--- config.mk ---
export PLATFORM = sky130hd
export DESIGN_NAME = execute_stage
export DESIGN_NICKNAME = d
export VERILOG_FILES = /design/src/verilog/core_pkg.sv /design/src/verilog/alu.sv /design/src/verilog/execute_stage.sv
export VERILOG_INCLUDE_DIRS = /design/src /design/src/verilog
export SDC_FILE = /design/constraint.sdc
export NUM_CORES = 1
export LEC_CHECK = 0
export ABC_AREA = 1
export BUFFER_PORTS_ARGS = -buffer_cell sky130_fd_sc_hd__buf_2
export CAP_MARGIN = 10
export CORE_ASPECT_RATIO = 2
export CORE_UTILIZATION = 59
export DETAILED_ROUTE_END_ITERATION = 8
export GPL_ROUTABILITY_DRIVEN = 0
export PLACE_DENSITY = 0.84
export SKIP_LAST_GASP = 1
export SYNTH_ARGS = -nofsm -noshare
export SYNTH_HDL_FRONTEND = slang
export SYNTH_SLANG_ARGS = --single-unit
--- constraint.sdc ---
create_clock -name clk -period 4.8 [get_ports clk]
set_clock_uncertainty 0.1 [all_clocks]
set_input_delay 0.96 -clock clk [delete_from_list [all_inputs] [get_ports clk]]
set_output_delay 0.96 -clock clk [all_outputs]
set_load 0.02 [all_outputs]
--- src/verilog/core_params.svh ---
`ifndef CORE_PARAMS_SVH
`define CORE_PARAMS_SVH

// data path width, also the width of every address on the core
`define CORE_XLEN 32

// five bits select one of the 32 integer registers
`define CORE_REG_ADDR_W 5

// depth of the data memory in 32 bit words
// keep this a power of two, the memory stage slices the address with $clog2
`define CORE_DMEM_WORDS 256

`endif

--- src/verilog/core_pkg.sv ---
`default_nettype none

`include "core_params.svh"

package core_pkg;

	// encodings follow the decoder, so the numbers are fixed on purpose
	typedef enum logic [4:0] {
		EXE_X     = 5'd0,
		ALU_ADD   = 5'd1,
		ALU_SUB   = 5'd2,
		ALU_AND   = 5'd3,
		ALU_OR    = 5'd4,
		ALU_XOR   = 5'd5,
		ALU_SLL   = 5'd6,
		ALU_SRL   = 5'd7,
		ALU_SRA   = 5'd8,
		ALU_SLT   = 5'd9,
		ALU_SLTU  = 5'd10,
		BR_BEQ    = 5'd11,
		BR_BNE    = 5'd12,
		BR_BLT    = 5'd13,
		BR_BGE    = 5'd14,
		BR_BLTU   = 5'd15,
		BR_BGEU   = 5'd16,
		ALU_JALR  = 5'd17,
		ALU_COPY1 = 5'd18
	} exe_fun_e;

	typedef enum logic [1:0] {
		MEM_NONE = 2'd0,
		MEM_SW   = 2'd1,
		MEM_LW   = 2'd2
	} mem_wen_e;

	typedef enum logic [1:0] {
		WB_X   = 2'd0,
		WB_ALU = 2'd1,
		WB_MEM = 2'd2,
		WB_PC  = 2'd3
	} wb_sel_e;

	// one decoded instruction as it enters execute
	typedef struct packed {
		logic [`CORE_XLEN-1:0]       pc;
		exe_fun_e                    exe_fun;
		logic [`CORE_XLEN-1:0]       op1_data;
		logic [`CORE_XLEN-1:0]       op2_data;
		logic [`CORE_XLEN-1:0]       rs2_data;
		mem_wen_e                    mem_wen;
		wb_sel_e                     wb_sel;
		logic [`CORE_REG_ADDR_W-1:0] wb_addr;
		logic [`CORE_XLEN-1:0]       imm_b_sext;
	} ex_in_t;

	typedef struct packed {
		logic [`CORE_XLEN-1:0]       pc;
		logic [`CORE_XLEN-1:0]       alu_out;
		logic [`CORE_XLEN-1:0]       rs2_data;
		mem_wen_e                    mem_wen;
		wb_sel_e                     wb_sel;
		logic [`CORE_REG_ADDR_W-1:0] wb_addr;
	} ex_out_t;

	typedef struct packed {
		logic                  taken;
		logic [`CORE_XLEN-1:0] target;
	} br_t;

	typedef struct packed {
		logic                        wen;
		logic [`CORE_REG_ADDR_W-1:0] addr;
		logic [`CORE_XLEN-1:0]       data;
	} wb_t;

endpackage

`default_nettype wire

--- src/verilog/alu.sv ---
`timescale 1ns/1ps
`default_nettype none

`include "core_params.svh"

module alu import core_pkg::*; (
	input  exe_fun_e              exe_fun,
	input  logic [`CORE_XLEN-1:0] op1,
	input  logic [`CORE_XLEN-1:0] op2,
	output logic [`CORE_XLEN-1:0] result,
	output logic                  br_taken
);

	logic [`CORE_XLEN-1:0] sum;
	logic [4:0]            shamt;
	logic                  eq;
	logic                  lt_s;
	logic                  lt_u;

	// the adder and the comparators are shared by several codes
	assign sum   = op1 + op2;
	assign shamt = op2[4:0];
	assign eq    = (op1 == op2);
	assign lt_s  = ($signed(op1) < $signed(op2));
	assign lt_u  = (op1 < op2);

	always_comb begin
		case (exe_fun)
			ALU_ADD:   result = sum;
			ALU_SUB:   result = op1 - op2;
			ALU_AND:   result = op1 & op2;
			ALU_OR:    result = op1 | op2;
			ALU_XOR:   result = op1 ^ op2;
			ALU_SLL:   result = op1 << shamt;
			ALU_SRL:   result = op1 >> shamt;
			ALU_SRA:   result = $unsigned($signed(op1) >>> shamt);
			ALU_SLT:   result = {{(`CORE_XLEN-1){1'b0}}, lt_s};
			ALU_SLTU:  result = {{(`CORE_XLEN-1){1'b0}}, lt_u};
			// jalr target drops bit zero of the computed address
			ALU_JALR:  result = {sum[`CORE_XLEN-1:1], 1'b0};
			ALU_COPY1: result = op1;
			default:   result = '0;
		endcase
	end

	always_comb begin
		case (exe_fun)
			BR_BEQ:  br_taken = eq;
			BR_BNE:  br_taken = !eq;
			BR_BLT:  br_taken = lt_s;
			BR_BGE:  br_taken = !lt_s;
			BR_BLTU: br_taken = lt_u;
			BR_BGEU: br_taken = !lt_u;
			default: br_taken = 1'b0;
		endcase
	end

endmodule

`default_nettype wire

--- src/verilog/execute_stage.sv ---
`timescale 1ns/1ps
`default_nettype none

`include "core_params.svh"

module execute_stage import core_pkg::*; (
	input  logic    clk,
	input  logic    rst,
	input  logic    stall,
	input  ex_in_t  ex_in,
	output ex_out_t ex_out,
	output br_t     br
);

	ex_in_t                ex_save;
	ex_in_t                ex_cur;
	logic [`CORE_XLEN-1:0] alu_result;
	logic                  alu_br_taken;
	logic [`CORE_XLEN-1:0] br_target;

	// under stall the live inputs are ignored and the previous bundle is
	// evaluated again, so every output repeats its last value
	assign ex_cur = stall ? ex_save : ex_in;

	alu u_alu (
		.exe_fun  (ex_cur.exe_fun),
		.op1      (ex_cur.op1_data),
		.op2      (ex_cur.op2_data),
		.result   (alu_result),
		.br_taken (alu_br_taken)
	);

	assign br_target = ex_cur.pc + ex_cur.imm_b_sext;

	// the selected bundle is saved every cycle, a long stall just keeps
	// writing back the same value
	always_ff @(posedge clk) begin
		if (rst) begin
			ex_save <= '0;
		end else begin
			ex_save <= ex_cur;
		end
	end

	always_ff @(posedge clk) begin
		if (rst) begin
			ex_out <= '0;
		end else begin
			ex_out.pc       <= ex_cur.pc;
			ex_out.alu_out  <= alu_result;
			ex_out.rs2_data <= ex_cur.rs2_data;
			ex_out.mem_wen  <= ex_cur.mem_wen;
			ex_out.wb_sel   <= ex_cur.wb_sel;
			ex_out.wb_addr  <= ex_cur.wb_addr;
		end
	end

	// branch outcome goes straight to the fetch side, one cycle after sampling
	always_ff @(posedge clk) begin
		if (rst) begin
			br <= '0;
		end else begin
			br.taken  <= alu_br_taken;
			br.target <= br_target;
		end
	end

endmodule

`default_nettype wire

==> results of run 1 <==
## layer usage
metal  GRT overflow  GRT usage (%)
met3              0          44.85
met4            119          69.68
met1              0          62.66
met2            175          89.83
met5              0          13.25
## cells in the mapped netlist, types with 6 or more instances
| cell type | instances | share of area (%) |
|---|---|---|
| a21o_1 | 7 | 0.26 |
| a21oi_1 | 222 | 5.5 |
| a31oi_1 | 8 | 0.25 |
| buf_2 | 50 | 1.2 |
| buf_4 | 85 | 3.2 |
| buf_6 | 8 | 0.45 |
| clkbuf_1 | 77 | 1.4 |
| dfxtp_1 | 239 | 24 |
| ha_1 | 130 | 8.1 |
| inv_1 | 277 | 5.1 |
| inv_2 | 12 | 0.22 |
| nand2_1 | 1002 | 19 |
| nand2_2 | 18 | 0.56 |
| nand3_1 | 416 | 10 |
| nand4_1 | 40 | 1.2 |
| nor2_1 | 407 | 7.6 |
| nor2_2 | 6 | 0.19 |
| nor2_4 | 8 | 0.45 |
| nor3_1 | 33 | 0.82 |
| o211ai_1 | 19 | 0.71 |
| o21a_1 | 13 | 0.48 |
| o21ai_0 | 184 | 4.6 |
| o21ai_1 | 12 | 0.30 |
| o21bai_1 | 14 | 0.52 |
| o22ai_1 | 20 | 0.62 |
| or2_2 | 35 | 1.1 |
## kinds of logic after synthesis
logic type | Yosys count | share of synthesized area (%)
AND/OR/NAND/NOR | 1986 | 41.74
buffers and inverters | 514 | 11.77
multiplexers | 2 | 0.09913
adder cells (fa/ha/maj) | 133 | 8.351
AO/OA/AOI/OAI | 520 | 14.14
flip-flops | 239 | 23.69
XOR/XNOR | 5 | 0.2169
## per-stage QoR
| stage | cell area [um^2] | std cells | worst slack, ns |
|---|---|---|---|
| 4_1_cts | 22380 | 4030 | 0.8071 |
| 2_1_floorplan | 20200 | 3399 | 0.7465 |
| 3_3_place_gp | 21580 | 3989 | 0.2846 |
| 3_5_place_dp | 21580 | 3989 | 0.2426 |
==> key figures, run 1 <==
Status
  – Outcome: stopped before the end
  – Stage reached: 5_1_grt
  – Error: [ERROR GRT-0116] Global routing finished with congestion. Check the congestion regions in the DRC Viewer.

Floorplan
  – Initial Util: 60.04%
  – Num ports: 315
  – DIE WIDTH: 132.8 um
  – Die Y: 263.7 um
  – Row count: 95

Logic synthesis
  – Post-synth top flop: dfxtp_1
  – Post-synth EDFFs: 0
  – Asr flop ratio synth: 0%
  – Mapped Cells: 3399
  – Post-synthesis cell type count: 55
  – Seq/Total Area, Yosys: 23.69%
  – Synth Net Count: 3709
  – Synthesized area: 20200 um^2
  – Synth Area per Inst: 5.942 um^2
  – Seq cells post-synth: 239
  – Yosys warnings: 0

GRT
  – Largest net degree at the start of global routing: 106
  – Vias in the first global route: 27590
  – GRT Util Overall: 66.21%
  – GRT overflow: 294
  – Wire length of the first global-routing pass: 178300 um

Clock tree
  – Num CTS Buffers: 23
  – H-tree depth: 1
  – Root Buffer: clkbuf_16
  – CTS max path bufs: 3
  – Post-CTS Setup Repair Bufs: 0
  – Post-CTS Hold Fix Bufs: 0
  – Clock Sinks: 239
  – Post-CTS resize count: 0

Placed design
  – DP Wirelength: 71990 um
  – PortBufs: 314
==> run 2, diff against run 1 <==
CORE_ASPECT_RATIO = not set   (was 2)
CORE_UTILIZATION = 40   (was 59)
PLACE_DENSITY = not set   (was 0.84)
PLACE_DENSITY_LB_ADDON = 0.15   (was not set)
==> key figures, run 2 <==
Power and ir drop
  – Combinational power share: 35.7%
  – Cell Int Power: 0.004180 W
  – Switching power total: 0.002787 W
  – Pwr/cell area: 304.0 nW/um^2
  – Sequential share of power: 31.5%
  – Leakage power: 11.98 nW
  – Net switching fraction of the power: 40.00%
  – Worst vdd ir: 246.2 uV
  – Clk pwr share: 32.8%

Floorplan
  – Total core area: 49360 um^2
  – Die Y: 226.7 um (was 263.7 um)
  – Row count: 81 (was 95)
  – Die ar.: 51390 um^2
  – Num ports: 315 (unchanged)
  – DIE WIDTH: 226.7 um (was 132.8 um)
  – Initial Util: 40.92% (was 60.04%)

STA
  – Hold_ws: 0.3722 ns
  – Worst Setup Slack, final: 0.8057 ns
  – Final setup violation count: 0
  – Tcrit/Tclk final: 83.22%
  – RSZ-0062 raised after global routing: no
  – Max Freq: 0.2504 GHz
  – Worst Max-Slew Pin Slew: 0.7779 ns
  – Hold Violations, Final: 0
  – Slew Viols, Final: 0
  – Tmin final: 3.994 ns
  – Sum Neg Setup Slack: 0 ns
  – Worst slew margin: 48.14%

Status
  – Outcome: completed (was stopped before the end)

Critical path
  – Worst Setup Start Kind: input port
  – Crit Path Max Fanout: 89
  – Cell mode on critical path: nand2_1
  – Crit path DAT: 4.39 ns
  – Worst EP required: 5.19 ns
  – Buf+Inv Stages, Crit Path: 5
  – CP peak stage delay: 0.48 ns
  – CP Cell Sequence: buf_6 -> buf_12 -> nand2_1 -> nand2_1 -> inv_1 -> ha_1 -> inv_1 -> nand2_1 -> nand2_1 -> a21oi_1 -> o21a_1 -> nand2_1 -> o21ai_0 -> buf_4 -> nand3_1 -> nor2_1 -> nor2_1
  – Top Family by Delay on Critical Path: simple AND/OR/NAND/NOR gates
  – CP max-delay cell: ha_1
  – CP endpoint kind: flip-flop
  – Critical path type: in2reg

Clock tree
  – Num CTS Buffers: 29 (was 23)
  – Post-CTS Setup Repair Bufs: 0 (unchanged)
  – H-tree depth: 1 (unchanged)
  – Root Buffer: clkbuf_16 (unchanged)
  – Clock-pin slew on the worst setup and hold paths: 0.07 ns
  – Clock insertion delay at the later pin of the skew report: 0.64 ns
  – Clock Sinks: 239 (unchanged)
  – Post-CTS resize count: 0 (unchanged)
  – CTS tree: yes
  – CTS max path bufs: 3 (unchanged)
  – Post-CTS Hold Fix Bufs: 0 (unchanged)

Cells and area
  – Number of flip-flops under the largest register name: 105
  – Share of layout cells above drive strength 1: 14.48%
  – Fin area: 22920 um^2
  – Post-layout net count: 3907
  – Filler cells: 5497
  – Area delta synth->final: 13.49%
  – Most frequent cells in the layout: nand2_1 (1002), nand3_1 (416), nor2_1 (407)
  – Most common cell after layout, fill and taps aside: nand2_1
  – Finished Layout Cells: 4284
  – Top reg by flops: ex_out
  – Top flop regs: ex_out x105, ex_save x101, br x33

GRT
  – GRT overflow: 0
  – Wire length of the first global-routing pass: 127800 um
  – GRT Util Overall: 32.46%
  – Initial antenna violation count: 4
  – Vias in the first global route: 21541
  – Largest net degree at the start of global routing: 90

Route
  – DR WL/cell: 19.97 um
  – Final WL: 85540 um
  – Vias: 23500
  – Drt first-iter violations: 2975
  – ANT nets after route: 0
  – Drt drc: 0
  – DR vias/cell: 5.486
  – Drt first pass iters: 7

Hold path
  – Hold Crit Class: reg2reg

Logic synthesis
  – Post-synth top area cell: dfxtp_1 (unchanged)
  – Synth top area share: 23.69% (unchanged)
  – Top cells by area, synth: dfxtp_1 (24%), nand2_1 (19%), nand3_1 (10%) (unchanged)
  – Commonest cells in the netlist: nand2_1 (1002), nand3_1 (416), nor2_1 (407), inv_1 (277), dfxtp_1 (239) (unchanged)
  – Synthesized area: 20200 um^2 (unchanged)
  – Seq/Total Area, Yosys: 23.69% (unchanged)
  – Synth Area per Inst: 5.942 um^2 (unchanged)
  – Post-synthesis cell type count: 55 (unchanged)
  – Asr flop ratio synth: 0% (unchanged)
  – Mapped Cells: 3399 (unchanged)
  – Cell with the most instances after synthesis: nand2_1 (unchanged)
  – Yosys warnings: 0 (unchanged)
  – Synth Net Count: 3709 (unchanged)
  – Seq cells post-synth: 239 (unchanged)
  – Post-synth EDFFs: 0 (unchanged)
  – Post-synth top flop: dfxtp_1 (unchanged)

Placed design
  – Placed instance count: 4230 (was 3989)
  – DP Wirelength: 66890 um (was 71990 um)
  – Place WS: 0.3614 ns (was 0.2426 ns)
  – PortBufs: 314 (unchanged)
  – Placed instance area: 21960 um^2 (was 21580 um^2)

Flow run
  – Total of max-cap violations: 0
run 2: cell families (layout without fill, tap and decap cells):
kind of cell,Yosys count,count (layout),share of synthesized area (%)
adder cells (fa/ha/maj),133,133,8.351
buffers and inverters,514,733,11.77
AO/OA/AOI/OAI,520,520,14.14
other,0,2,0
multiplexers,2,2,0.09913
flip-flops,239,239,23.69
XOR/XNOR,5,5,0.2169
AND/OR/NAND/NOR,1986,1986,41.74
run 2: final timing paths:
| path | from | end | slack (ns) | depth (start not counted) |
|---|---|---|---|---|
| setup / recovery | stall | ex_out[56] | 0.81 | 17 |
| hold / removal | ex_save[13] | ex_save[13] | 0.37 | 2 |
| setup reg to reg | ex_save[117] | ex_out[56] | 1.51 | 15 |
| hold reg to reg | ex_save[13] | ex_save[13] | 0.37 | 2 |
run 2: power by group through the flow:
stage	clock network, W	logic (W)	registers (W)
4_1_cts	0.00233	0.00242	0.00219
3_3_place_gp	0	0.00242	0.00223
2_1_floorplan	0	0.00158	0.00229
5_1_grt	0.00239	0.00271	0.00220
6_report	0.00229	0.00249	0.00219
3_5_place_dp	0	0.00241	0.00223
run 2: cell type report:
type | count | area, um^2 | area share (%)
Inverter | 292 | 1104 | 4.815
Timing Repair Buffer | 389 | 2210 | 9.640
Antenna cell | 2 | 5.005 | 0.02184
Sequential cell | 239 | 4785 | 20.87
Clock inverter | 13 | 168.9 | 0.7369
Clock buffer | 39 | 783.3 | 3.417
Tap cell | 664 | 830.8 | 3.625
Multi-Input combinational cell | 2646 | 13040 | 56.87
run 2: metal layers:
layer,GRT usage [%],vias to the layer above,routed length [um]
li1,-,11405,-
met1,41.63,10421,34700
met2,49.39,1362,35760
met3,6.026,308,8714
met4,21.64,4,6344
met5,0,-,27
run 2: tightest hold or removal path, stage by stage (launching register included):
cell	delay (ns)
dfxtp_1	0.30
nand2_1	0.07
a21oi_1	0.06
run 2: per-stage QoR:
step / power [W] / utilization (%)
after floorplan: 0.003870 / -
after CTS: 0.006936 / 46.43
final: 0.006967 / 46.44
after global placement: 0.004650 / 44.50
after global routing: 0.007307 / 46.44
after detailed placement: 0.004639 / 44.50
(Power assumes the default switching activity.)
